`src/replay_pkg.sv`:
```
/*
 * Shared definitions for the packet capture and replay engine
 * Stream widths, stored beat layout and source-port mapping
 */
package replay_pkg;

  // Stream widths
  localparam int DATA_W  = 32;
  localparam int STRB_W  = DATA_W / 8;
  localparam int TUSER_W = 16;

  // One stored word is {last, strb, data}
  localparam int BEAT_W = DATA_W + STRB_W + 1;

  // Four replay queues, one per MAC port
  localparam int NUM_QUEUES = 4;
  localparam int QID_W      = $clog2(NUM_QUEUES);

  // One-hot source port in tuser, MAC ports sit on the even bits
  localparam int SRC_PORT_POS = 0;
  localparam int PORT_STRIDE  = 2;

  typedef logic [DATA_W-1:0]  data_t;
  typedef logic [STRB_W-1:0]  strb_t;
  typedef logic [TUSER_W-1:0] tuser_t;
  typedef logic [QID_W-1:0]   qid_t;
  typedef logic [BEAT_W-1:0]  beat_t;

endpackage

```
`src/replay_reader.sv`:
```
/*
 * Replay reader
 * Picks the lowest enabled queue not yet done and walks its stored
 * region once per programmed pass
 */
module replay_reader #(
  parameter int MEM_ADDR_WIDTH     = 8,
  parameter int REPLAY_COUNT_WIDTH = 8
) (
  input  logic                      axi_aclk,
  input  logic                      reset,
  input  logic                      sw_rst,
  input  logic [replay_pkg::NUM_QUEUES-1:0] enable_q,
  input  logic [replay_pkg::NUM_QUEUES-1:0][MEM_ADDR_WIDTH-1:0] mem_ad_low_q,
  input  logic [replay_pkg::NUM_QUEUES-1:0][REPLAY_COUNT_WIDTH-1:0] replay_count_q,
  input  logic [replay_pkg::NUM_QUEUES-1:0][MEM_ADDR_WIDTH-1:0] fill_ptr,
  output logic                      rd_valid,
  input  logic                      rd_ready,
  output logic [MEM_ADDR_WIDTH-1:0] rd_addr,
  output replay_pkg::qid_t          rd_qid
);

  typedef enum logic [1:0] {
    ST_IDLE,
    ST_SELECT,
    ST_READ,
    ST_NEXT_PASS
  } state_t;

  state_t                            state;
  logic [replay_pkg::NUM_QUEUES-1:0] done_q;
  logic                              cand_found;
  replay_pkg::qid_t                  cand_q;
  replay_pkg::qid_t                  cur_q;
  logic [MEM_ADDR_WIDTH-1:0]         last_addr;
  logic [REPLAY_COUNT_WIDTH-1:0]     pass_left;
  logic                              region_empty;

  assign rd_valid     = (state == ST_READ);
  assign rd_qid       = cur_q;
  assign region_empty = fill_ptr[cur_q] == mem_ad_low_q[cur_q];

  // Lowest queue number wins
  always_comb begin
    cand_found = 1'b0;
    cand_q     = '0;
    for (int q = replay_pkg::NUM_QUEUES - 1; q >= 0; q--) begin
      if (enable_q[q] && !done_q[q]) begin
        cand_found = 1'b1;
        cand_q     = replay_pkg::qid_t'(q);
      end
    end
  end

  always_ff @(posedge axi_aclk) begin
    if (reset || sw_rst) begin
      state  <= ST_IDLE;
      done_q <= '0;
    end else begin
      // Disabling a queue re-arms it
      done_q <= done_q & enable_q;
      case (state)
        ST_IDLE: begin
          if (cand_found) begin
            state <= ST_SELECT;
          end
        end
        ST_SELECT: begin
          if (replay_count_q[cur_q] == '0 || region_empty) begin
            done_q[cur_q] <= 1'b1;
            state         <= ST_IDLE;
          end else begin
            state <= ST_READ;
          end
        end
        ST_READ: begin
          if (rd_ready && rd_addr == last_addr) begin
            state <= ST_NEXT_PASS;
          end
        end
        ST_NEXT_PASS: begin
          if (pass_left == REPLAY_COUNT_WIDTH'(1)) begin
            done_q[cur_q] <= 1'b1;
            state         <= ST_IDLE;
          end else if (!enable_q[cur_q]) begin
            state <= ST_IDLE;
          end else begin
            state <= ST_READ;
          end
        end
        default: state <= ST_IDLE;
      endcase
    end
  end

  // Queue, address and pass counters
  always_ff @(posedge axi_aclk) begin
    case (state)
      ST_IDLE: cur_q <= cand_q;
      ST_SELECT: begin
        rd_addr   <= mem_ad_low_q[cur_q];
        last_addr <= fill_ptr[cur_q] - 1'b1;
        pass_left <= replay_count_q[cur_q];
      end
      ST_READ: begin
        if (rd_ready) begin
          rd_addr <= rd_addr + 1'b1;
        end
      end
      ST_NEXT_PASS: begin
        rd_addr   <= mem_ad_low_q[cur_q];
        pass_left <= pass_left - 1'b1;
      end
      default: ;
    endcase
  end

  a_idle_quiet : assert property (@(posedge axi_aclk) disable iff (reset || sw_rst)
    state == ST_IDLE |-> !rd_valid);

endmodule

```
`config.mk`:
```
export PLATFORM = sky130hd
export DESIGN_NAME = replay_reader
export DESIGN_NICKNAME = d
export VERILOG_FILES = /design/src/replay_pkg.sv /design/src/replay_reader.sv
export SDC_FILE = /design/constraint.sdc
export NUM_CORES = 1
export LEC_CHECK = 0
export ABC_AREA = 1
export BUFFER_PORTS_ARGS = -buffer_cell sky130_fd_sc_hd__buf_2
export CAP_MARGIN = 20
export CORE_ASPECT_RATIO = 0.6
export CORE_MARGIN = 2
export CORE_UTILIZATION = 51
export CTS_CLUSTER_SIZE = 25
export DETAILED_ROUTE_END_ITERATION = 7
export PLACE_DENSITY = 0.79
export SYNTH_ARGS = -nofsm -noshare
export SYNTH_HDL_FRONTEND = slang
export SYNTH_SLANG_ARGS = --single-unit
```
`constraint.sdc`:
```
create_clock -name axi_aclk -period 1.9 [get_ports axi_aclk]
set_input_delay 0.19 -clock axi_aclk [delete_from_list [all_inputs] [get_ports axi_aclk]]
set_output_delay 0.19 -clock axi_aclk [all_outputs]
set_load 0.01 [all_outputs]
```
# After elaboration in Yosys (flattened, before gate mapping)
# Index checks and enable logic that the tools add are counted.
dict set report totals {
  reg_bits 32
  wordCells 72
  out_inout_bits 11
}
dict set report classes {
  addsub 3
  n_reduce_logical 20
  bitwise_logic 2
  order_cmp 2
  muxes 29
  eq_ne 9
}
# cell count
set ops {}
lappend ops {{8-bit binary-select mux with 2-bit select} 3}
lappend ops {{8-bit 2-to-1 mux} 4}
lappend ops {{8-bit one-hot mux with 2 select lines} 2}
lappend ops {{8-bit equality test} 2}
lappend ops {{8-bit by 1-bit subtractor with 8-bit output, second input constant} 2}
lappend ops {{2-bit 2-to-1 mux} 7}
lappend ops {{8-bit by 1-bit adder with 8-bit output, second input constant} 1}
lappend ops {{8-bit by 1-bit equality test with 1-bit output, second input constant} 1}
lappend ops {{8-bit logical NOT} 1}
lappend ops {{4-bit 2-to-1 mux} 2}
lappend ops {{2-bit one-hot mux with 4 select lines} 1}
lappend ops {{4-bit one-hot mux with 2 select lines} 1}
lappend ops {{1-bit 2-to-1 mux} 7}
lappend ops {{1-bit logical AND} 6}
lappend ops {{4-bit AND} 1}
lappend ops {{2-bit equality test, second input constant} 2}
lappend ops {{1-bit logical NOT} 4}
lappend ops {{2-bit by 1-bit inequality test with 1-bit output, second input constant} 2}
lappend ops {{4-bit bitwise OR} 1}
lappend ops {{2-bit AND reduction} 2}
lappend ops {{2-bit nonzero test} 2}
lappend ops {{2-bit OR reduction} 2}
lappend ops {{2-bit by 3-bit less-than comparator with 1-bit output, second input constant} 1}
lappend ops {{1-bit binary-select mux with 2-bit select} 1}
lappend ops {{6 further kinds} 7}

# Logic depth before layout (Yosys ltp)
# Gate-level depths: netlist of the first run.
dict set report logic_depth {
  word_depth 8
  ltp_mapped 15
  ltp_nobuf 14
}

# Worst setup path before layout of the first run
# Ideal clock, no wire load.
dict set report synth_path {
  path_type {reg2reg}
  from {register cur_q[0], in the netlist rd_qid[0]}
  to {register last_addr[6], data pin}
  stages_incl_launch_ff 11
  period_less_slack_ps 1838
  slack_ps 62
  n_path_buf 1
  arrival_ps 1572
  path_cell_list {edfxtp_1 -> buf_6 -> nand2_4 -> inv_1 -> nand2_1 -> nand2_1 -> nor2_1 -> ha_1 -> nand3_1 -> nor3_1 -> xor2_1}
}
dict set report synth_via {
  elab_chain_len 3
}
# element line
set synth_rtl {}
lappend synth_rtl {{start, declared} replay_reader.sv:34} ;# replay_pkg::qid_t cur_q;
lappend synth_rtl {{start signal, assigned} replay_reader.sv:99} ;# ST_IDLE: cur_q <= cand_q;
lappend synth_rtl {{8-bit binary-select mux with 2-bit select} replay_reader.sv:102} ;# last_addr <= fill_ptr[cur_q] - 1'b1;
lappend synth_rtl {{8-bit 2-to-1 mux (implied by the code)} replay_reader.sv:102}
lappend synth_rtl {{8-bit by 1-bit subtractor with 8-bit output} replay_reader.sv:102}
lappend synth_rtl {{end signal, assigned} replay_reader.sv:102}
lappend synth_rtl {{end, declared} replay_reader.sv:35} ;# logic [MEM_ADDR_WIDTH-1:0] last_addr;
# Every way passes these cells. The select of a mux whose other input is x is not followed.
# A chain may end at the register's enable or synchronous reset.

# Worst setup path in the final report of the first run
dict set report layout_path {
  from {register cur_q[1], in the netlist rd_qid[1]}
  to {register done_q[3] (netlist name)}
}
dict set report layout_via {
  elab_chain_len 7
  elab_cells_between_ends 18
  cone_classes {order compare (2); eq/ne (1); mux (11); bitwise (1); reduce/logical (3)}
}
# element line
set layout_rtl {}
lappend layout_rtl {{2-bit by 3-bit less-than comparator with 1-bit output (implied by the code) / 2-bit by 1-bit greater-or-equal comparator with 1-bit output (equally long branches)} {replay_reader.sv:70, replay_reader.sv:83}}
lappend layout_rtl {{1-bit logical AND (implied by the code)} {replay_reader.sv:70, replay_reader.sv:83}}
lappend layout_rtl {{1-bit 2-to-1 mux (implied by the code)} {replay_reader.sv:70, replay_reader.sv:83}}
lappend layout_rtl {{1-bit demux with 2-bit select} {replay_reader.sv:70, replay_reader.sv:83}}
lappend layout_rtl {{4-bit bitwise OR (no line)} -}
lappend layout_rtl {{4-bit 2-to-1 mux, on equally long branches} {replay_reader.sv:82, replay_reader.sv:69}}
lappend layout_rtl {{4-bit one-hot mux with 2 select lines (*)} replay_reader.sv:62} ;# case (state)
lappend layout_rtl {{end signal, assigned} replay_reader.sv:61} ;# done_q <= done_q & enable_q;
lappend layout_rtl {{end, declared} replay_reader.sv:31} ;# logic [replay_pkg::NUM_QUEUES-1:0] done_q;
# Mark *: on every way between the ends. The rest lies on a longest branch, timed or not. The select of a mux whose other input is x is not followed.

==> results.toml, run 1 <==
[final_layout]
final_cell_mix = "nand2_1, buf_2, nand3_1"
final_common_cell = "nand2_1"
drive_gt1_frac = 0.3481
nets = 762
num_antenna_cells = 0
stdcell_area_mm2 = 0.004293
syn_to_final_growth_pct = 37.74

[timing]
finClkSkew_ns = 0.01071
rsz0062_at_grt = "true"
timing.final.max_slew_violations = 0
setup_violations = 5
setup_tns_ns = -0.1150
setup_slack_ns = -0.04076
slew_headroom = 0.7075
worst_slew_pin_slew_ns = 0.4383
fin_crit_ns = 1.941
finalHoldViolations = 0
fin_crit_sh = 1.021
fmax_mhz = 515.3

[critical_path]
r2r-end = "done_q[3]$_SDFF_PP0_"
cp_slowest_cell = "edfxtp_1"
crit_end = "done_q[3]$_SDFF_PP0_"
cp_max_fo = 5
crit_chain = "buf_6 > nand2_4 > inv_4 > nand2_1 > nand2_1 > nor2_2 > buf_4 > nand2_2 > nand2_1 > nand2_1 > nor2_1 > nand2_1 > nand2_4 > nand2_2 > a21oi_2"
cpMostUsedCell = "nand2_1"
critPathKind = "register to register"
reg2reg_from = "rd_qid[1]$_SDFFCE_PP0N_"
startpoint = "rd_qid[1]$_SDFFCE_PP0N_"
start_kind = "register"
crit_arrival_ns = 2.16
worstRegToRegCells = 15
reg2reg_slack_ns = -0.04
required_ns = 2.12
cpPeakStageDelay_ns = 0.51
crit_path_end_kind = "register"

[detailed_routing]
vias = 3891
wl_per_cell_um = 13.81
vias_per_cell = 5.294
drt-initial-drc-count = 292
firstDrtPassIters = 5
drc_errors = 0
antenna_left = 0
wl_um = 10150

[die]
die_area_mm2 = 0.006773
ios = 115
rows = 21
fp.dieW_um = 104.9
dieHeight_um = 64.56
core_area_mm2 = 0.005728
initial_utilization = 0.5441

[placed_design]
numPortBuffers = 114
dpl-instance-area_mm2 = 0.003847
dpl.hpwl_um = 7856
routabilityCongestion = 0.9546

[clocking]
cts_buffers = 5
clk_latency_ns = 0.29
cts_root_buf = "clkbuf_8"
cts-htree-levels = 2
clkSinkCount = 32
cts_tree = "done"
cts.clk_slew.worst_paths_ns = 0.08
cts_max_path_buffers = 2

[yosys]
syn_area_mm2 = 0.003117
async_flop_share = 0
yosysUniqueCellTypes = 33
synth_compound_area_frac = 0.09113
yosys_warnings = 0
synth_edf_count = 26
postSynthRegisterBits = 32
netlist_instances = 513
synth_top_family_by_area = "simple AND/OR/NAND/NOR gates"
yosysSeqAreaShare = 0.2890
synthSimpleGateAreaFrac = 0.4528
syn_nets = 621
syn_area_per_cell_um2 = 6.076
synth_xor_area_frac = 0.04496
muxShareOfSynthArea = 0
synth_fa_ha_area_frac = 0.01606
synth_top_flop_cell = "edfxtp_1"

[run_status]
outcome = "finished with violations"
violations = "negative setup slack"

[global_route]
grt_max_degree = 37
grt_pass1_wl_um = 15550
grt_pass1_vias = 3260
grt-ovfl-total = 0
track_usage = 0.2934
grt_antenna_before_repair = 0

[pwr]
vdd_ir_drop_max_mv = 0.3138
leakagePower_uw = 0.002270
cellPowerDensity_mw_per_mm2 = 619.8

[min_path]
hold_class = "primary input to register"

[job]
maxCapViolCount = 0
==> worst min path at each step <==
stage	startpoint	end	slack [ns]	depth (start not counted)
finish	enable_q[3]	done_q[3]$_SDFF_PP0_	0.24	3
global route	enable_q[3]	done_q[3]$_SDFF_PP0_	0.25	3
CTS	enable_q[3]	done_q[3]$_SDFF_PP0_	0.21	3
detailed placement	enable_q[3]	done_q[3]$_SDFF_PP0_	0.50	3
global placement	enable_q[3]	done_q[3]$_SDFF_PP0_	0.50	3
floorplan	enable_q[1]	done_q[1]$_SDFF_PP0_	0.38	2
==> worst max-delay path, delay by kind of cell, from the launching register on <==
family | cells | cell delay [ns]
simple gates | 11 | 0.86
compound gates | 1 | 0.12
flops | 1 | 0.51
buf+inv | 3 | 0.37
==> kinds of logic after synthesis <==
kind of cell               count (synthesis)
AOI/OAI and AO/OA                         48
xor gates and xnor gates                  16
adders and majority gates                  4
buffers and inverters                     66
DFF                                       32
and+or+nand+nor                          347
==> report_power, final <==
group          switching [uW]  internal [uW]  leakage, uW  total, uW
Clock                     269            254    0.0000388        523
Sequential               45.4            841     0.000295        887
Combinational             708            543      0.00194       1250
Total                    1020           1640      0.00227       2660
==> per-stage QoR <==
step | hold slack [ns] | worst slack (ns) | std cells | total power [uW] | utilization
2_1_floorplan | 0.3799 | 0.06174 | 513 | 1557 | -
3_3_place_gp | 0.5020 | -0.1373 | 714 | 1920 | 0.6717
3_5_place_dp | 0.5037 | -0.1675 | 714 | 1939 | 0.6717
4_1_cts | 0.2060 | -0.005889 | 731 | 2512 | 0.7084
5_1_grt | 0.2468 | -0.1487 | 735 | 2832 | 0.7495
6_report | 0.2416 | -0.04076 | 735 | 2661 | 0.7495
==> synth_stat cells (all sizes together) (5+ instances only) <==
cell    count  area share
a21oi      13       0.021
dfxtp       6       0.039
nor2       45       0.057
buf        19       0.049
nand3      47       0.075
o21ai      19       0.031
xor2       13       0.037
nand2     243        0.30
nor3        7       0.013
inv        42       0.051
edfxtp     26        0.25
clkbuf      5      0.0060
==> registers in the layout, indices dropped and copies added (netlist names) <==
| register | cells |
|---|---|
| pass_left | 8 |
| last_addr | 8 |
| rd_addr | 8 |
| done_q | 4 |
| rd_qid | 2 |
| state | 2 |
==> layer usage <==
layer  vias to the layer above  track usage  routed length, um
met2                       182       0.4140               4126
li1                       1920            -                  -
met1                      1770       0.4498               4886
met3                        19      0.07243               1025
met5                         -            0                  0
met4                         0      0.05500                114
==> timing repair <==
| action | CTS | global route |
|---|---|---|
| buffers inserted | 8 | 4 |
| resized for setup | 18 | 65 |
| hold buffers | 0 | 0 |
| pin swaps | 4 | 9 |
| gates cloned | 1 | 0 |
| setup endpoints to repair | 8 | 10 |
| endpoints found under the hold margin | 0 | 0 |
==> layout make-up <==
class	count	area [um^2]
multi-input combinational	415	2069
fill	492	1435
timing repair buffer	158	965.9
sequential	32	900.9
inverter	42	172.7
tap	80	100.1
clock buffer	6	72.57
clock inverter	2	11.26
Note: power is estimated with default switching activity, not from simulation.
==> inputs of run 2 (changes only) <==
==> constraint.sdc (replaced) <==
create_clock -name axi_aclk -period 2 [get_ports axi_aclk]
set_input_delay 0.2 -clock axi_aclk [delete_from_list [all_inputs] [get_ports axi_aclk]]
set_output_delay 0.2 -clock axi_aclk [all_outputs]
set_load 0.01 [all_outputs]
==> results.toml, run 2 (same netlist as run 1, synthesis figures left out) <==
[critical_path]
worstRegToRegCells = 11
crit_cells = 11
critPathKind = "register to register"
crit_path_end_kind = "register"
required_ns = 2.03
cp_max_fo = 6
reg2reg_slack_ns = -0.07
crit_buf_inv = 3
cpMostUsedCell = "nand2_1"
cp_slowest_cell = "edfxtp_1"
start_kind = "register"
crit_chain = "inv_4 > buf_4 > nand2_1 > nand2_1 > nand2_1 > nand2_2 > inv_2 > nand3_2 > nor3_4 > nand3_2 > xor2_1"
crit_family = "simple AND/OR/NAND/NOR gates"
crit_arrival_ns = 2.10
cpPeakStageDelay_ns = 0.55

[final_layout]
num_antenna_cells = 0
drive_gt1_frac = 0.3237
final_common_cell = "nand2_1"
fill_cells = 479
reg_top3 = "last_addr (8), pass_left (8), rd_addr (8)"
nets = 765
syn_to_final_growth_pct = 36.89
final_cell_mix = "nand2_1, buf_2, nand3_1"
utilization = 0.7449

[clocking]
cts.clk_slew.worst_paths_ns = 0.07
postCtsHoldBufs = 0
cts-htree-levels = 2
clk_latency_ns = 0.28
cts_max_path_buffers = 2
cts_buffers = 5
cts_tree = "done"
cts_root_buf = "clkbuf_8"
clkSinkCount = 32

[timing]
finClkSkew_ns = 0.004775
timing.final.max_slew_violations = 0
fin_crit_ns = 2.069
rsz0062_at_grt = "true"
worst_slew_pin_slew_ns = 0.4798
finalHoldViolations = 0
setup_slack_ns = -0.06875
setup_violations = 7
setup_tns_ns = -0.1764
fin_crit_sh = 1.034
fmax_mhz = 483.4
slew_headroom = 0.6798

[die]
initial_utilization = 0.5441
die_area_mm2 = 0.006773
rows = 21
fp.dieW_um = 104.9
dieHeight_um = 64.56
ios = 115
core_area_mm2 = 0.005728

[detailed_routing]
wl_per_cell_um = 13.59
vias = 3877
firstDrtPassIters = 6
drt-initial-drc-count = 409
antenna_left = 0
wl_um = 10030
vias_per_cell = 5.253
drc_errors = 0

[pwr]
p_sw_uw = 948.3
p_int_uw = 1670
seqPwrFrac = 0.324
vdd_ir_drop_max_mv = 0.3605
total_power_uw = 2618
p_comb_frac = 0.443
swShare = 0.3622
leakagePower_uw = 0.002281
cellPowerDensity_mw_per_mm2 = 613.6
pwr-share-clk = 0.233

[job]
maxCapViolCount = 0

[placed_design]
numPortBuffers = 114
dpl.hpwl_um = 7646
routabilityCongestion = 0.9495

[global_route]
grt_antenna_before_repair = 0
grt_pass1_vias = 3229
grt-ovfl-total = 0
grt_max_degree = 27
grt_pass1_wl_um = 15320
track_usage = 0.2813

[min_path]
hold_depth = 3
hold_class = "primary input to register"

[run_status]
outcome = "finished with violations"
violations = "negative setup slack"
run 2: cell count changes in the layout (fill, tap and decap cells not counted), sizes merged:
cell,before,now
clkbuf,6,7
clkinv,2,1
buf,158,160
clkinvlp,1,0
inv,41,42
bufinv,0,1
run 2: repair_timing:
action | in CTS | in global routing
resized for setup | 2 | 49
pin swaps | 0 | 14
hold endpoints to repair | 0 | 0
cloned | 0 | 2
buffers inserted | 1 | 19
endpoints found under the setup margin | 5 | 9
run 2: worst paths after layout:
kind                                              start                      to
worst max-delay path            rd_qid[0]$_SDFFCE_PP0N_  last_addr[7]$_DFFE_PP_
worst min register to register     done_q[1]$_SDFF_PP0_    done_q[1]$_SDFF_PP0_
worst max register to register  rd_qid[0]$_SDFFCE_PP0N_  last_addr[7]$_DFFE_PP_
worst min-delay path                        enable_q[3]    done_q[3]$_SDFF_PP0_
run 2: routing by layer:
metal / global-route usage / up-vias / part of all wire
met2: 0.3823 / 237 / 0.41
li1: - / 1924 / -
met1: 0.4569 / 1706 / 0.47
met5: 0 / - / 0
met3: 0.05835 / 10 / 0.12
met4: 0.03333 / 0 / 0.0040
run 2: power groups by stage:
stage	clock network [uW]	logic, uW	registers (uW)
2_1_floorplan	0	628	850
3_3_place_gp	0	950	853
3_5_place_dp	0	960	856
4_1_cts	611	970	841
5_1_grt	652	1280	854
6_report	611	1160	848
run 2: worst reg2reg max path: stages (launching register included):
cell and delay [ns]:
edfxtp_1 0.55, inv_4 0.13, buf_4 0.17, nand2_1 0.05, nand2_1 0.05, nand2_1 0.09, nand2_2 0.09, inv_2 0.10
nand3_2 0.12, nor3_4 0.24, nand3_2 0.10, xor2_1 0.14
run 2: area by class of cell:
cell class	instances	area (um^2)	area share
multi-input cells	415	1988	0.4660
repair buffers	161	1005	0.2355
flip-flops and latches	32	900.9	0.2111
inverters	42	165.2	0.03871
well taps	80	100.1	0.02346
clock buffers	6	72.57	0.01701
clock inverters	2	35.03	0.008211
run 2: per-stage QoR:
step	instance area, um^2	hold slack (ns)	cells	setup WS (ns)
final	4267	0.2267	738	-0.06875
after detailed placement	3815	0.5152	708	-0.0009115
after global placement	3815	0.5027	708	0.05106
after floorplan	3117	0.3899	513	0.1617
after CTS	3933	0.2254	717	0.007026
after global routing	4267	0.2433	738	-0.1839
==> inputs of run 3 (changes only) <==
--- a/config.mk
+++ b/config.mk
@@ -10,10 +10,11 @@
 export CAP_MARGIN = 20
 export CORE_ASPECT_RATIO = 0.6
 export CORE_MARGIN = 2
-export CORE_UTILIZATION = 51
+export CORE_UTILIZATION = 52
+export CTS_BUF_LIST = sky130_fd_sc_hd__clkbuf_8
 export CTS_CLUSTER_SIZE = 25
 export DETAILED_ROUTE_END_ITERATION = 7
-export PLACE_DENSITY = 0.79
+export PLACE_DENSITY = 0.81
 export SYNTH_ARGS = -nofsm -noshare
 export SYNTH_HDL_FRONTEND = slang
 export SYNTH_SLANG_ARGS = --single-unit
==> results.toml, run 3 (same netlist as run 1, synthesis figures left out) <==
[final_layout]
reg_top3 = "last_addr (8), pass_left (8), rd_addr (8)"
fill_cells = 466
final_common_cell = "nand2_1"
nets = 762
instances_no_fill = 735
num_antenna_cells = 0
final_cell_mix = "nand2_1, buf_2, nand3_1"
drive_gt1_frac = 0.3313
syn_to_final_growth_pct = 36.21

[pwr]
seqPwrFrac = 0.315
p_sw_uw = 998.7
p_int_uw = 1666
total_power_uw = 2665
cellPowerDensity_mw_per_mm2 = 627.6
vdd_ir_drop_max_mv = 0.3362
p_comb_frac = 0.448
swShare = 0.3748
pwr-share-clk = 0.237
leakagePower_uw = 0.002266

[timing]
setup_tns_ns = -0.01716
slew_headroom = 0.6964
timing.final.max_slew_violations = 0
setup_violations = 2
fin_crit_ns = 2.009
finalHoldViolations = 0
fin_crit_sh = 1.004
rsz0062_at_grt = "true"
setup_slack_ns = -0.008806
worst_slew_pin_slew_ns = 0.4507
finClkSkew_ns = 0.005569
fmax_mhz = 497.8

[die]
rows = 21
die_area_mm2 = 0.006649
ios = 115
fp.dieW_um = 103.9
core_area_mm2 = 0.005675
dieHeight_um = 63.97
initial_utilization = 0.5492

[placed_design]
routabilityCongestion = 0.9804
post-place-cells = 711
numPortBuffers = 114
dpl.hpwl_um = 7985

[detailed_routing]
drc_errors = 0
drt-initial-drc-count = 507
vias_per_cell = 5.457
antenna_left = 0
vias = 4011
wl_per_cell_um = 14.60
firstDrtPassIters = 7
wl_um = 10730

[run_status]
outcome = "finished with violations"
violations = "negative setup slack"

[global_route]
grt_pass1_wl_um = 15290
grt_pass1_vias = 3280
track_usage = 0.2887
grt-ovfl-total = 0
grt_max_degree = 25
grt_antenna_before_repair = 0

[critical_path]
required_ns = 2.22
crit_arrival_ns = 2.23
cp_slowest_cell = "edfxtp_1"
crit_buf_inv = 3
cpPeakStageDelay_ns = 0.44
crit_chain = "buf_4 > nand2_4 > inv_1 > buf_12 > nand2_2 > nand2_1 > nor2_2 > nand2_1 > nand2_1 > nand2_1 > nor2_1 > nand2_1 > nand2_2 > nand2_2 > a21oi_2"
cp_max_fo = 10
critPathKind = "register to register"
crit_family = "simple AND/OR/NAND/NOR gates"
crit_path_end_kind = "register"
reg2reg_slack_ns = -0.009
cpMostUsedCell = "nand2_1"
start_kind = "register"

[clocking]
cts-htree-levels = 2
clk_latency_ns = 0.29
clkSinkCount = 32
cts_root_buf = "clkbuf_8"
cts_buffers = 5
cts.clk_slew.worst_paths_ns = 0.07
cts_tree = "done"
postCtsHoldBufs = 0
cts_max_path_buffers = 2

[min_path]
hold_class = "primary input to register"

[job]
maxCapViolCount = 0
run 3: through the flow:
step / cell area (um^2) / util / setup WS, ns / hold WS [ns]
floorplan: 3117 / - / 0.1617 / 0.3899
global placement: 3837 / 0.6761 / 0.05919 / 0.4962
detailed placement: 3837 / 0.6761 / -0.04010 / 0.5169
CTS: 3959 / 0.6975 / -0.01337 / 0.2218
global route: 4245 / 0.7480 / -0.08448 / 0.2384
finish: 4245 / 0.7480 / -0.008806 / 0.2178
run 3: what timing repair did:
action / CTS / global route
setup buffers: 0 / 12
cloned: 0 / 4
resized for setup: 3 / 56
endpoints found under the setup margin: 4 / 8
pin swaps: 0 / 18
run 3: final cells by class:
cell class | count | area [um^2] | area share
Tap cell | 80 | 100.1 | 0.02358
Sequential cell | 32 | 900.9 | 0.2122
Clock buffer | 5 | 68.82 | 0.01621
Multi-Input combinational cell | 415 | 2018 | 0.4754
Inverter | 42 | 162.7 | 0.03831
Clock inverter | 3 | 42.54 | 0.01002
Timing Repair Buffer | 158 | 952.2 | 0.2243
run 3: worst paths after layout:
path	cells past startpoint	endpoint	startpoint
max	15	done_q[0]$_SDFF_PP0_	rd_qid[0]$_SDFFCE_PP0N_
max reg2reg	15	done_q[0]$_SDFF_PP0_	rd_qid[0]$_SDFFCE_PP0N_
min	3	done_q[2]$_SDFF_PP0_	enable_q[2]
min reg2reg	2	done_q[2]$_SDFF_PP0_	done_q[2]$_SDFF_PP0_
run 3: worst reg2reg max path, stage by stage (launching register included):
cell and delay, ns:
edfxtp_1 0.44, buf_4 0.20, nand2_4 0.08, inv_1 0.08, buf_12 0.15, nand2_2 0.06
nand2_1 0.08, nor2_2 0.13, nand2_1 0.08, nand2_1 0.09, nand2_1 0.06, nor2_1 0.09
nand2_1 0.10, nand2_2 0.12, nand2_2 0.07, a21oi_2 0.14
run 3: metal layers:
metal  share of wire  routed length [um]  vias up  global-route usage
met1            0.43                4605     1767              0.4259
met3            0.12                1283       38             0.06633
li1                -                   -     1922                   -
met4           0.018                 196        0             0.05743
met2            0.43                4647      284              0.4326
met5               0                   0        -                   0
run 3: power by group through the flow:
| stage | registers [uW] | logic (uW) | clock network [uW] |
|---|---|---|---|
| global placement | 851 | 952 | 0 |
| global route | 843 | 1300 | 662 |
| finish | 839 | 1190 | 633 |
| CTS | 841 | 987 | 630 |
| detailed placement | 855 | 975 | 0 |
| floorplan | 850 | 628 | 0 |
